### src/rtl/boot_pkg.sv
// Boot configuration package: accelerator CSR map, init step encoding,
// CSR timing constants and the request, response and config structs
package boot_pkg;

  // ------------------------------
  // Accelerator CSR map
  // ------------------------------
  localparam logic [31:0] CSR_ACCEL_CTRL           = 32'h0000_0200;
  localparam logic [31:0] CSR_ACCEL_MODE           = 32'h0000_0204;
  localparam logic [31:0] CSR_ACCEL_COMP_BASE_LO   = 32'h0000_0208;
  localparam logic [31:0] CSR_ACCEL_COMP_BASE_HI   = 32'h0000_020C;
  localparam logic [31:0] CSR_ACCEL_COMP_RING_MASK = 32'h0000_0210;
  localparam logic [31:0] CSR_ACCEL_IRQ_ENABLE     = 32'h0000_0214;

  // Value written to CTRL to switch the accelerator on
  localparam logic [31:0] ACCEL_CTRL_ENABLE = 32'h0000_0001;

  // ------------------------------
  // CSR path timing
  // ------------------------------
  // Request visible to acknowledge, target idle
  localparam int unsigned CSR_ACK_LATENCY = 2;
  // Outstanding cycles before a request counts as lost
  localparam int unsigned CSR_TIMEOUT_CYCLES = 16;

  // Counter widths sized from the limits above
  localparam int unsigned CSR_LAT_W   = $clog2(CSR_ACK_LATENCY + 1);
  localparam int unsigned CSR_TIMER_W = $clog2(CSR_TIMEOUT_CYCLES + 1);

  // ------------------------------
  // Init sequence
  // ------------------------------
  typedef enum logic [2:0] {
    STEP_CTRL,
    STEP_MODE,
    STEP_COMP_LO,
    STEP_COMP_HI,
    STEP_COMP_MASK,
    STEP_IRQ,
    STEP_DONE,
    STEP_FAULT
  } init_step_e;

  // ------------------------------
  // CSR request and response
  // ------------------------------
  typedef struct packed {
    logic        valid;
    logic        write;
    logic [31:0] addr;
    logic [31:0] wdata;
  } csr_req_t;

  typedef struct packed {
    logic        ack;
    logic        err;
    logic [31:0] rdata;
  } csr_rsp_t;

  // Configuration seen by the accelerator datapath
  typedef struct packed {
    logic        enable;
    logic [7:0]  mode;
    logic [63:0] comp_base;
    logic [31:0] ring_mask;
    logic [31:0] irq_enable;
  } accel_cfg_t;

endpackage : boot_pkg

### src/rtl/csr_wait_timer.sv
// Wait timer for an outstanding CSR request, flags expiry
`timescale 1ns/1ps

module csr_wait_timer
  import boot_pkg::*;
(
  input  logic clk,
  input  logic rst_n,
  input  logic run,
  output logic expired
);

  localparam logic [CSR_TIMER_W-1:0] LIMIT = CSR_TIMER_W'(CSR_TIMEOUT_CYCLES);

  logic [CSR_TIMER_W-1:0] count_q;

  // Counts up while a request is pending and sticks at the limit
  always_ff @(posedge clk or negedge rst_n) begin
    if (!rst_n) begin
      count_q <= '0;
    end else if (!run) begin
      count_q <= '0;
    end else if (count_q != LIMIT) begin
      count_q <= count_q + 1'b1;
    end
  end

  assign expired = (count_q == LIMIT);

endmodule : csr_wait_timer

### src/rtl/csr_master_simple.sv
// Single-request CSR write master: start pulse in, held request out,
// done pulse with fault on decode error or timeout
`timescale 1ns/1ps

module csr_master_simple
  import boot_pkg::*;
(
  input  logic        clk,
  input  logic        rst_n,
  input  logic        start,
  input  logic [31:0] addr,
  input  logic [31:0] wdata,
  output logic        busy,
  output logic        done,
  output logic        fault,
  output csr_req_t    req,
  input  csr_rsp_t    rsp,
  output logic        timer_run,
  input  logic        expired
);

  logic        valid_q;
  logic        done_q;
  logic        fault_q;
  logic [31:0] addr_q;
  logic [31:0] wdata_q;

  // ------------------------------
  // Request control
  // ------------------------------
  always_ff @(posedge clk or negedge rst_n) begin
    if (!rst_n) begin
      valid_q <= 1'b0;
      done_q  <= 1'b0;
      fault_q <= 1'b0;
    end else begin
      done_q  <= 1'b0;
      fault_q <= 1'b0;
      if (valid_q) begin
        // Acknowledge or expiry ends the request
        if (rsp.ack || expired) begin
          valid_q <= 1'b0;
          done_q  <= 1'b1;
          fault_q <= rsp.err || expired;
        end
      end else if (start) begin
        valid_q <= 1'b1;
      end
    end
  end

  // Payload captured on start and held for the life of the request
  always_ff @(posedge clk) begin
    if (start && !valid_q) begin
      addr_q  <= addr;
      wdata_q <= wdata;
    end
  end

  // ------------------------------
  // Outputs
  // ------------------------------
  // Every boot step is a write
  always_comb begin
    req.valid = valid_q;
    req.write = 1'b1;
    req.addr  = addr_q;
    req.wdata = wdata_q;
  end

  assign busy      = valid_q;
  assign timer_run = valid_q;
  assign done      = done_q;
  assign fault     = fault_q;

endmodule : csr_master_simple

### src/rtl/boot_init_fsm.sv
// Boot init sequencer: walks the accelerator CSR writes, then releases
// the CPU halt with a single run pulse
`timescale 1ns/1ps

module boot_init_fsm
  import boot_pkg::*;
(
  input  logic        clk,
  input  logic        rst_n,
  input  logic [7:0]  boot_mode,
  input  logic [63:0] comp_base,
  output logic        start,
  output logic [31:0] addr,
  output logic [31:0] wdata,
  input  logic        busy,
  input  logic        done,
  input  logic        fault,
  output logic        halt,
  output logic        run,
  output logic        init_done,
  output logic        init_fault
);

  init_step_e step_q;
  logic       launched_q;
  logic       start_q;
  logic       halt_q;
  logic       run_q;
  logic       init_done_q;
  logic       init_fault_q;

  // ------------------------------
  // Step decode
  // ------------------------------
  always_comb begin
    addr  = 32'h0;
    wdata = 32'h0;
    case (step_q)
      STEP_CTRL: begin
        addr  = CSR_ACCEL_CTRL;
        wdata = ACCEL_CTRL_ENABLE;
      end
      STEP_MODE: begin
        addr  = CSR_ACCEL_MODE;
        wdata = {24'h0, boot_mode};
      end
      STEP_COMP_LO: begin
        addr  = CSR_ACCEL_COMP_BASE_LO;
        wdata = comp_base[31:0];
      end
      STEP_COMP_HI: begin
        addr  = CSR_ACCEL_COMP_BASE_HI;
        wdata = comp_base[63:32];
      end
      // Ring mask and IRQ enable both boot as zero
      STEP_COMP_MASK: addr = CSR_ACCEL_COMP_RING_MASK;
      STEP_IRQ:       addr = CSR_ACCEL_IRQ_ENABLE;
      default: begin
      end
    endcase
  end

  // ------------------------------
  // Sequence and CPU release
  // ------------------------------
  always_ff @(posedge clk or negedge rst_n) begin
    if (!rst_n) begin
      step_q       <= STEP_CTRL;
      launched_q   <= 1'b0;
      start_q      <= 1'b0;
      halt_q       <= 1'b1;
      run_q        <= 1'b0;
      init_done_q  <= 1'b0;
      init_fault_q <= 1'b0;
    end else begin
      start_q <= 1'b0;
      run_q   <= 1'b0;
      if (!launched_q && !busy) begin
        launched_q <= 1'b1;
        start_q    <= 1'b1;
      end
      // Next step is launched straight off the previous done
      if (done) begin
        if (fault) begin
          step_q       <= STEP_FAULT;
          init_fault_q <= 1'b1;
        end else if (step_q == STEP_IRQ) begin
          step_q <= STEP_DONE;
        end else begin
          step_q  <= init_step_e'(step_q + 3'd1);
          start_q <= 1'b1;
        end
      end
      if (step_q == STEP_DONE && !init_done_q) begin
        halt_q      <= 1'b0;
        run_q       <= 1'b1;
        init_done_q <= 1'b1;
      end
    end
  end

  assign start      = start_q;
  assign halt       = halt_q;
  assign run        = run_q;
  assign init_done  = init_done_q;
  assign init_fault = init_fault_q;

endmodule : boot_init_fsm

### src/rtl/accel_csr_regs.sv
// Accelerator CSR block: address decode, acknowledge latency with busy
// stall, decode error for unmapped addresses, config registers
`timescale 1ns/1ps

module accel_csr_regs
  import boot_pkg::*;
(
  input  logic       clk,
  input  logic       rst_n,
  input  csr_req_t   req,
  output csr_rsp_t   rsp,
  input  logic       busy,
  output accel_cfg_t cfg
);

  localparam logic [CSR_LAT_W-1:0] LAT = CSR_LAT_W'(CSR_ACK_LATENCY);

  logic [CSR_LAT_W-1:0] lat_q;
  logic                 ack;
  logic                 hit;
  logic [31:0]          rd_data;
  accel_cfg_t           cfg_q;

  // ------------------------------
  // Address decode and readback
  // ------------------------------
  always_comb begin
    hit     = 1'b1;
    rd_data = 32'h0;
    case (req.addr)
      CSR_ACCEL_CTRL:           rd_data = {31'h0, cfg_q.enable};
      CSR_ACCEL_MODE:           rd_data = {24'h0, cfg_q.mode};
      CSR_ACCEL_COMP_BASE_LO:   rd_data = cfg_q.comp_base[31:0];
      CSR_ACCEL_COMP_BASE_HI:   rd_data = cfg_q.comp_base[63:32];
      CSR_ACCEL_COMP_RING_MASK: rd_data = cfg_q.ring_mask;
      CSR_ACCEL_IRQ_ENABLE:     rd_data = cfg_q.irq_enable;
      default:                  hit = 1'b0;
    endcase
  end

  // ------------------------------
  // Acknowledge latency
  // ------------------------------
  // Only idle cycles advance the count, so a busy target restarts the wait
  always_ff @(posedge clk or negedge rst_n) begin
    if (!rst_n) begin
      lat_q <= '0;
    end else if (!req.valid || ack || busy) begin
      lat_q <= '0;
    end else begin
      lat_q <= lat_q + 1'b1;
    end
  end

  assign ack = req.valid && (lat_q == LAT);

  always_comb begin
    rsp.ack   = ack;
    rsp.err   = ack && !hit;
    rsp.rdata = ack ? rd_data : 32'h0;
  end

  // ------------------------------
  // Config registers
  // ------------------------------
  always_ff @(posedge clk or negedge rst_n) begin
    if (!rst_n) begin
      cfg_q <= '0;
    end else if (ack && req.write) begin
      case (req.addr)
        CSR_ACCEL_CTRL:           cfg_q.enable            <= req.wdata[0];
        CSR_ACCEL_MODE:           cfg_q.mode              <= req.wdata[7:0];
        CSR_ACCEL_COMP_BASE_LO:   cfg_q.comp_base[31:0]   <= req.wdata;
        CSR_ACCEL_COMP_BASE_HI:   cfg_q.comp_base[63:32]  <= req.wdata;
        CSR_ACCEL_COMP_RING_MASK: cfg_q.ring_mask         <= req.wdata;
        CSR_ACCEL_IRQ_ENABLE:     cfg_q.irq_enable        <= req.wdata;
        // Unmapped writes are dropped and flagged through rsp.err
        default: begin
        end
      endcase
    end
  end

  assign cfg = cfg_q;

endmodule : accel_csr_regs

### src/rtl/boot_subsys_top.sv
// Boot configuration subsystem: init sequencer, CSR master, wait timer
// and accelerator CSR block
`timescale 1ns/1ps

module boot_subsys_top
  import boot_pkg::*;
(
  input  logic        clk,
  input  logic        rst_n,
  input  logic [7:0]  boot_mode,
  input  logic [63:0] comp_base,
  input  logic        accel_busy,
  output logic        halt,
  output logic        run,
  output logic        init_done,
  output logic        init_fault,
  output accel_cfg_t  cfg
);

  logic        csr_start;
  logic [31:0] csr_addr;
  logic [31:0] csr_wdata;
  logic        csr_busy;
  logic        csr_done;
  logic        csr_fault;
  logic        timer_run;
  logic        timer_expired;
  csr_req_t    csr_req;
  csr_rsp_t    csr_rsp;

  // ------------------------------
  // Sequencer and CSR master
  // ------------------------------
  boot_init_fsm u_init_fsm (
    .clk        (clk),
    .rst_n      (rst_n),
    .boot_mode  (boot_mode),
    .comp_base  (comp_base),
    .start      (csr_start),
    .addr       (csr_addr),
    .wdata      (csr_wdata),
    .busy       (csr_busy),
    .done       (csr_done),
    .fault      (csr_fault),
    .halt       (halt),
    .run        (run),
    .init_done  (init_done),
    .init_fault (init_fault)
  );

  csr_master_simple u_csr_master (
    .clk       (clk),
    .rst_n     (rst_n),
    .start     (csr_start),
    .addr      (csr_addr),
    .wdata     (csr_wdata),
    .busy      (csr_busy),
    .done      (csr_done),
    .fault     (csr_fault),
    .req       (csr_req),
    .rsp       (csr_rsp),
    .timer_run (timer_run),
    .expired   (timer_expired)
  );

  csr_wait_timer u_wait_timer (
    .clk     (clk),
    .rst_n   (rst_n),
    .run     (timer_run),
    .expired (timer_expired)
  );

  // ------------------------------
  // Accelerator CSR target
  // ------------------------------
  accel_csr_regs u_accel_regs (
    .clk   (clk),
    .rst_n (rst_n),
    .req   (csr_req),
    .rsp   (csr_rsp),
    .busy  (accel_busy),
    .cfg   (cfg)
  );

endmodule : boot_subsys_top

### config.mk
export PLATFORM = sky130hd
export DESIGN_NAME = boot_subsys_top
export DESIGN_NICKNAME = d
export VERILOG_FILES = /design/src/rtl/boot_pkg.sv /design/src/rtl/csr_wait_timer.sv /design/src/rtl/csr_master_simple.sv /design/src/rtl/boot_init_fsm.sv /design/src/rtl/accel_csr_regs.sv /design/src/rtl/boot_subsys_top.sv
export SDC_FILE = /design/constraint.sdc
export NUM_CORES = 1
export LEC_CHECK = 0
export ABC_AREA = 1
export BUFFER_PORTS_ARGS = -buffer_cell sky130_fd_sc_hd__buf_2
export CAP_MARGIN = 20
export CORE_MARGIN = 5
export CORE_UTILIZATION = 40
export DETAILED_ROUTE_END_ITERATION = 12
export GPL_ROUTABILITY_DRIVEN = 0
export PLACE_DENSITY = 0.73
export RECOVER_POWER = 50
export SETUP_SLACK_MARGIN = 0.5
export SYNTH_ARGS = -nofsm -noshare
export SYNTH_HDL_FRONTEND = slang
export SYNTH_SLANG_ARGS = --single-unit
### constraint.sdc
create_clock -name clk -period 4.45 [get_ports clk]
set_input_delay 0.89 -clock clk [delete_from_list [all_inputs] [get_ports clk]]
set_output_delay 0.89 -clock clk [all_outputs]
set_load 0.05 [all_outputs]
==> metrics.md, run 1 <==
| Metric | Value |
|---|---|
| Cell type with the highest occurrence count on the critical path | nand2_1 |
| First-pass GRT wire length | 35470 microns |
| Share of post-route cells with drive strength above 1 | 22.28% |
| Arr. time, crit path | 3.74 ns |
| Post-synthesis share of cell area spent on full adders, half adders and majority gates | 1.275% |
| Worst skew pair latency | 0.43 ns |
| CTS Root Buffer Type | clkbuf_16 |
| Primary FF master, synth | dfrtp_1 |
| Slack of the critical path | 1.069 ns |
| NumNets Final | 1138 |
| Status | finished, violations left |
| Max stage delay cell, worst path | nor2_1 |
| Category of the critical setup timing path | flop to flop |
| Setup crit end kind | flop |
| Cell with the most instances after synthesis | nand2_1 |
| Via count | 6622 |
| Clock period minus worst slack | 3.381 ns |
| Share of synthesized flip-flops with an asynchronous set or reset | 81.25% |
| Fin. Hold Viols | 0 |
| Number of buffers inserted to repair setup after CTS | 0 |
| Die Area | 22530 sq um |
| Post-synthesis sequential area ratio | 63.50% |
| Maximum buffer depth of the clock tree | 2 |
| RSZ-0062 raised after global routing | false |
| Routed wire length | 22700 microns |
| Mux share of post-synthesis cell area | 0% |
| Worst Skew | 0.01014 ns |
| Worst stage delay on the critical path | 1.61 ns |
| Number of different library cells in the post-synthesis netlist | 23 |
| Post-synthesis instance total | 861 |
| Dominant cell type by area after synthesis | dfrtp_1 |
| Row Count | 51 |
| Net count after synthesis | 944 |
| Initial core utilization | 40.48% |
| Least-Margin Pin Slew | 2.105 ns |
| Die boundary width | 150.1 microns |
| Number of warning messages in the yosys log | 0 |
| CTS Hold Bufs | 0 |
| Area fraction in compound gates after synthesis | 0.7489% |
| Antenna Diode Count | 0 |
| Boundary Pins | 216 |
| Pre-CTS setup slack | 1.844 ns |
| Max Transition Viols Final | 144 |
| Initial antenna violation count | 1 |
| Clk sink count | 192 |
| Placeable core region | 19400 sq um |
| Dominant combinational cell family by area after synthesis | simple AND/OR/NAND/NOR gates |
| Cts repair resizes | 0 |
| Number of buffers created by CTS | 17 |
| Power density over the cells | 480.9 nW/um^2 |
| Post-detailed-route count of antenna-violating nets | 0 |
| Ordered cell list for the critical path | nand2_1 > nor2_1 > buf_4 > nand3_1 > nand2_1 |
| GRT Resource Usage Total | 20.25% |
| Worst slew margin relative to its limit | -40.87% |
| Pleak | 5.484 nW |
| Aggregate global routing overflow | 0 |
| Sum of negative setup slack | 0 ns |
| Number of global-route vias before repair | 6542 |
| Final period util | 75.97% |
| Placed cell count | 1301 |
| Residual DRC | 0 |
| Post-DP HPWL | 15350 microns |
| Highest clock frequency the design can meet | 295.8 MHz |
| Violations in the final reports | max-capacitance violations, max-slew violations |
| TritonCTS clock tree | built |
| H-Tree Level Count | 4 |
| Combined area of all synthesized cells | 7853 sq um |
| Fraction of synthesized cell area taken by the top area cell type | 49.39% |
| Dominant cells by area after synthesis | dfrtp_1 49%, nand2_1 19%, edfxtp_1 14%, nand3_1 9.8%, ha_1 1.3% |
| Max IR drop VDD | 259.9 uV |
| Cell types with the highest counts after synthesis | 396 x nand2_1, 155 x dfrtp_1, 154 x nand3_1 |
| Crit Path Max Fanout | 40 |
| Max-capacitance violation count | 3 |
| Port Buffers | 215 |
| Average cell area after synthesis | 9.120 sq um |
| Vias per cell | 4.968 |
| Clock-pin slew on the worst setup and hold paths | 0.07 ns |
| WL/cell | 17.03 microns |
| EDFF count, synth | 36 |
| Setup violators final | 0 |
| Critical path required time | 4.81 ns |
| Detailed Route Iter0 Violations | 485 |
| Startpoint Class | flop |
| #FFs+latches synth | 192 |
| Maximum number of pins on one net before global-route repair | 86 |
| Detailed-routing iteration count for the pre-antenna-repair pass | 7 |
| P&R area growth vs syn | 23.76% |
| Type of the worst min-delay path | flop to flop |
| Basic-gate share of the synthesized area counting and, or, nand and nor cells | 30.39% |
| XOR/XNOR Fraction of Synth Area | 0% |
| Number of standard cells in the final layout excluding fillers | 1333 |
| Vertical die dimension | 150.1 microns |
==> state kept, by name, indices dropped and copies added, names as in the netlist <==
signal	count
u_accel_regs.cfg	137
u_csr_master.wdata_q	32
u_wait_timer.count_q	5
u_csr_master.addr_q	4
u_init_fsm.step_q	3
u_accel_regs.lat_q	2
u_csr_master.busy	1
u_csr_master.done	1
u_csr_master.fault	1
u_init_fsm.halt	1
u_init_fsm.init_done	1
u_init_fsm.init_fault	1
u_init_fsm.launched_q	1
u_init_fsm.run	1
u_init_fsm.start	1
==> placed cells by master (no fill, tap or decap), types with 3 or more instances in the layout <==
cell type  instances
nor2_1            15
inv_1             24
nor2_4             5
inv_6              5
clkbuf_16         18
buf_2            185
inv_8              3
nand2_1          396
dfrtp_1          155
ha_1               8
nand4_1            3
buf_4              5
nand3_1          152
edfxtp_1          36
clkbuf_1          29
o21ai_0            5
inv_2              3
==> worst max-delay path, delay by kind of cell, from the launching register on <==
kind / cells / cell delay (ns)
DFF: 1 / 0.57
and+or+nand+nor: 4 / 2.09
buffers and inverters: 1 / 0.60
==> per-stage QoR <==
step	hold slack (ns)	utilization, %	area [sq um]	power, mW
after floorplan	0.4027	-	7853	2.829
after global placement	0.4127	47.16	9149	3.137
after detailed placement	0.4317	47.30	9176	3.171
after CTS	0.4354	50.35	9768	4.714
after global routing	0.4487	50.10	9718	4.877
final	0.4353	50.10	9718	4.673
==> final timing paths <==
check                           cells past startpoint                  start  slack [ns]                    end
worst min-delay path                                1  u_accel_regs.lat_q[0]        0.44  u_accel_regs.lat_q[0]
worst min register to register                      1  u_accel_regs.lat_q[0]        0.44  u_accel_regs.lat_q[0]
min in group asynchronous                           1                  rst_n        0.94   u_accel_regs.cfg[78]
worst max-delay path                                5      u_csr_master.busy        1.07  u_accel_regs.cfg[109]
worst max register to register                      5      u_csr_master.busy        1.07  u_accel_regs.cfg[109]
max in group asynchronous                           2                  rst_n        2.26  u_accel_regs.cfg[104]
==> final cells by class <==
type / count / area [sq um]
clock buffer: 18 / 450.4
clock inverter: 14 / 141.4
fill: 1864 / 9681
inverter: 27 / 101.3
multi-input combinational: 595 / 2582
sequential: 192 / 4986
tap: 265 / 331.6
timing repair buffer: 222 / 1125
==> per-layer routing <==
layer,routed length [microns],GRT usage [%],vias to the layer above
li1,-,-,3148
met1,9894,27.50,3207
met2,11070,33.16,231
met3,1376,3.823,34
met4,352,6.313,2
met5,7,0,-
==> report_power, final <==
part / switching, mW / internal, mW
combinational: 0.783 / 0.240
sequential: 0.123 / 1.98
clock: 0.722 / 0.828
==> logic make-up after synthesis <==
kind of cell / count (synthesis)
fa+ha+maj: 8
simple gates: 577
compound gates: 10
buf+inv: 74
flops: 192
No activity file was read; power rests on OpenSTA's default activity.
==> inputs of run 2 (changes only) <==
--- a/config.mk
+++ b/config.mk
@@ -12,7 +12,7 @@
 export CORE_UTILIZATION = 40
 export DETAILED_ROUTE_END_ITERATION = 12
 export GPL_ROUTABILITY_DRIVEN = 0
-export PLACE_DENSITY = 0.73
+export PLACE_DENSITY = 0.75
 export RECOVER_POWER = 50
 export SETUP_SLACK_MARGIN = 0.5
 export SYNTH_ARGS = -nofsm -noshare
==> constraint.sdc (replaced) <==
create_clock -name clk -period 3.1 [get_ports clk]
set_input_delay 0.62 -clock clk [delete_from_list [all_inputs] [get_ports clk]]
set_output_delay 0.62 -clock clk [all_outputs]
set_load 0.05 [all_outputs]
==> metrics.md, run 2 (same netlist as run 1, synthesis figures left out) <==
| Metric | Value |
|---|---|
| Status | finished, violations left |
| Violations in the final reports | max-capacitance violations, max-slew violations |
| Maximum buffer depth of the clock tree | 2 |
| Placeable core region | 19400 sq um |
| Clock network fraction of total power | 33.2% |
| Max Transition Viols Final | 71 |
| Leading cell type in the layout, fill and taps excluded | nand2_1 |
| Setup crit end kind | flop |
| Endpoint of the worst hold-timing path | u_accel_regs.lat_q[0] |
| Path depth of the worst reg2reg path | 7 |
| Post-detailed-route count of antenna-violating nets | 0 |
| Aggregate global routing overflow | 0 |
| Crit Path Max Fanout | 24 |
| Sw power | 2.354 mW |
| NumNets Final | 1147 |
| Post-DP HPWL | 15730 microns |
| P&R area growth vs syn | 24.04% |
| Category of the critical setup timing path | flop to flop |
| Routed wire length | 22950 microns |
| Pleak | 5.279 nW |
| Antenna Diode Count | 0 |
| Type of the worst min-delay path | flop to flop |
| Clock-pin slew on the worst setup and hold paths | 0.07 ns |
| Sum of negative setup slack | 0 ns |
| Fin. Hold Viols | 0 |
| Number of buffers inserted to repair setup after CTS | 0 |
| Most frequent cells in the layout | 396 x nand2_1, 155 x dfrtp_1, 152 x nand3_1, 128 x buf_2, 86 x clkbuf_1 |
| Worst Hold Slack | 0.4323 ns |
| Power share of the combinational group | 21.9% |
| Multi-input logic area | 2590 sq um |
| Start point of the worst hold path | u_accel_regs.lat_q[0] |
| Initial core utilization | 40.48% |
| Clock period minus worst slack | 2.179 ns |
| Least-Margin Pin Slew | 1.864 ns |
| Setup violators final | 0 |
| Max-capacitance violation count | 1 |
| Flip-flop count of the largest register, all copies and words added | 137 |
| Worst Skew | 0.01126 ns |
| Row Count | 51 |
| Vias per cell | 4.939 |
| Worst skew pair latency | 0.43 ns |
| Detailed-routing iteration count for the pre-antenna-repair pass | 5 |
| Power density over the cells | 688.8 nW/um^2 |
| WL/cell | 17.10 microns |
| RSZ-0062 raised after global routing | false |
| Area taken by flip-flops and latches | 4986 sq um |
| Initial antenna violation count | 0 |
| Hold Crit Depth | 1 |
| Final period util | 70.29% |
| Sequential power share | 44.9% |
| Critical path required time | 3.42 ns |
| H-Tree Level Count | 4 |
| Port Buffers | 215 |
| Share of post-route cells with drive strength above 1 | 17.92% |
| R2r startpoint | u_csr_master.busy |
| Slack of the worst reg-to-reg path | 0.92 ns |
| Count of fill cells added during filler insertion | 1873 |
| Die Area | 22530 sq um |
| Die boundary width | 150.1 microns |
| GRT Resource Usage Total | 20.72% |
| Share of total power consumed by net switching | 35.08% |
| TritonCTS clock tree | built |
| Number of global-route vias before repair | 6651 |
| CTS Hold Bufs | 0 |
| Detailed Route Iter0 Violations | 429 |
| Highest clock frequency the design can meet | 458.9 MHz |
| Max IR drop VDD | 415.7 uV |
| Worst slew margin relative to its limit | -24.24% |
| Maximum number of pins on one net before global-route repair | 73 |
| Internal Pwr Total | 4.355 mW |
| Residual DRC | 0 |
| Number of buffers created by CTS | 17 |
| Boundary Pins | 216 |
| Vertical die dimension | 150.1 microns |
| R2r endpoint | u_accel_regs.cfg[58] |
| Arr. time, crit path | 2.49 ns |
| Clk sink count | 192 |
| First-pass GRT wire length | 35900 microns |
| Cts repair resizes | 0 |
| Via count | 6628 |
| Startpoint Class | flop |
| CTS Root Buffer Type | clkbuf_16 |
-- run 2: changes by cell type in the layout (fill, tap and decap cells not counted), sizes merged --
cell / before / now
clkinvlp: 1 / 0
inv: 37 / 35
buf: 192 / 144
clkinv: 2 / 5
clkbuf: 48 / 105
-- run 2: worst max-delay path by stage --
stage,start,end,slack (ns)
3_5_place_dp,u_csr_master.busy,u_accel_regs.cfg[45],0.96
4_1_cts,u_csr_master.busy,u_accel_regs.cfg[58],0.94
2_1_floorplan,u_csr_master.busy,u_csr_master.addr_q[2],1.49
6_report,u_csr_master.busy,u_accel_regs.cfg[58],0.92
5_1_grt,u_csr_master.busy,u_accel_regs.cfg[58],0.75
3_3_place_gp,u_csr_master.busy,u_accel_regs.cfg[37],1.03
-- run 2: area by class of cell --
cell class	count	share of cell area, %
Clock buffer	18	4.509
Clock inverter	14	1.708
Inverter	27	1.040
Multi-Input combinational cell	595	26.59
Sequential cell	192	51.19
Tap cell	265	3.404
Timing Repair Buffer	231	11.56
-- run 2: per-stage QoR --
stage                     power, mW  instances  instance area, sq um  utilization, %  worst slack, ns
after global placement        4.524       1310                  9249           47.68            1.032
after floorplan               4.061        861                  7853               -            1.494
final                         6.709       1342                  9741           50.21           0.9210
after CTS                     6.793       1342                  9854           50.80           0.9441
after detailed placement      4.565       1310                  9249           47.68           0.9614
after global routing          7.043       1342                  9741           50.21           0.7461
-- run 2: power by group through the flow --
| stage | combinational, mW | clock [mW] | sequential, mW |
|---|---|---|---|
| finish | 1.47 | 2.23 | 3.02 |
| CTS | 1.51 | 2.27 | 3.01 |
| floorplan | 0.487 | 0 | 3.57 |
| detailed placement | 1.51 | 0 | 3.06 |
| global placement | 1.47 | 0 | 3.05 |
| global route | 1.62 | 2.38 | 3.04 |
-- run 2: worst max-delay path: stages (launching register included) --
cell and delay, ns:
dfrtp_1 0.55, nand2_1 0.26, nor2_4 0.18, buf_4 0.27, nand2_1 0.35, buf_4 0.31, nand2_1 0.09, nand2_1 0.06
-- run 2: routing by layer --
metal,GRT usage [%],part of all wire (%),vias to the layer above
li1,-,-,3162
met1,27.35,42,3179
met2,33.66,47,256
met3,5.750,8.5,31
met4,6.038,2.0,0
met5,0,0,-
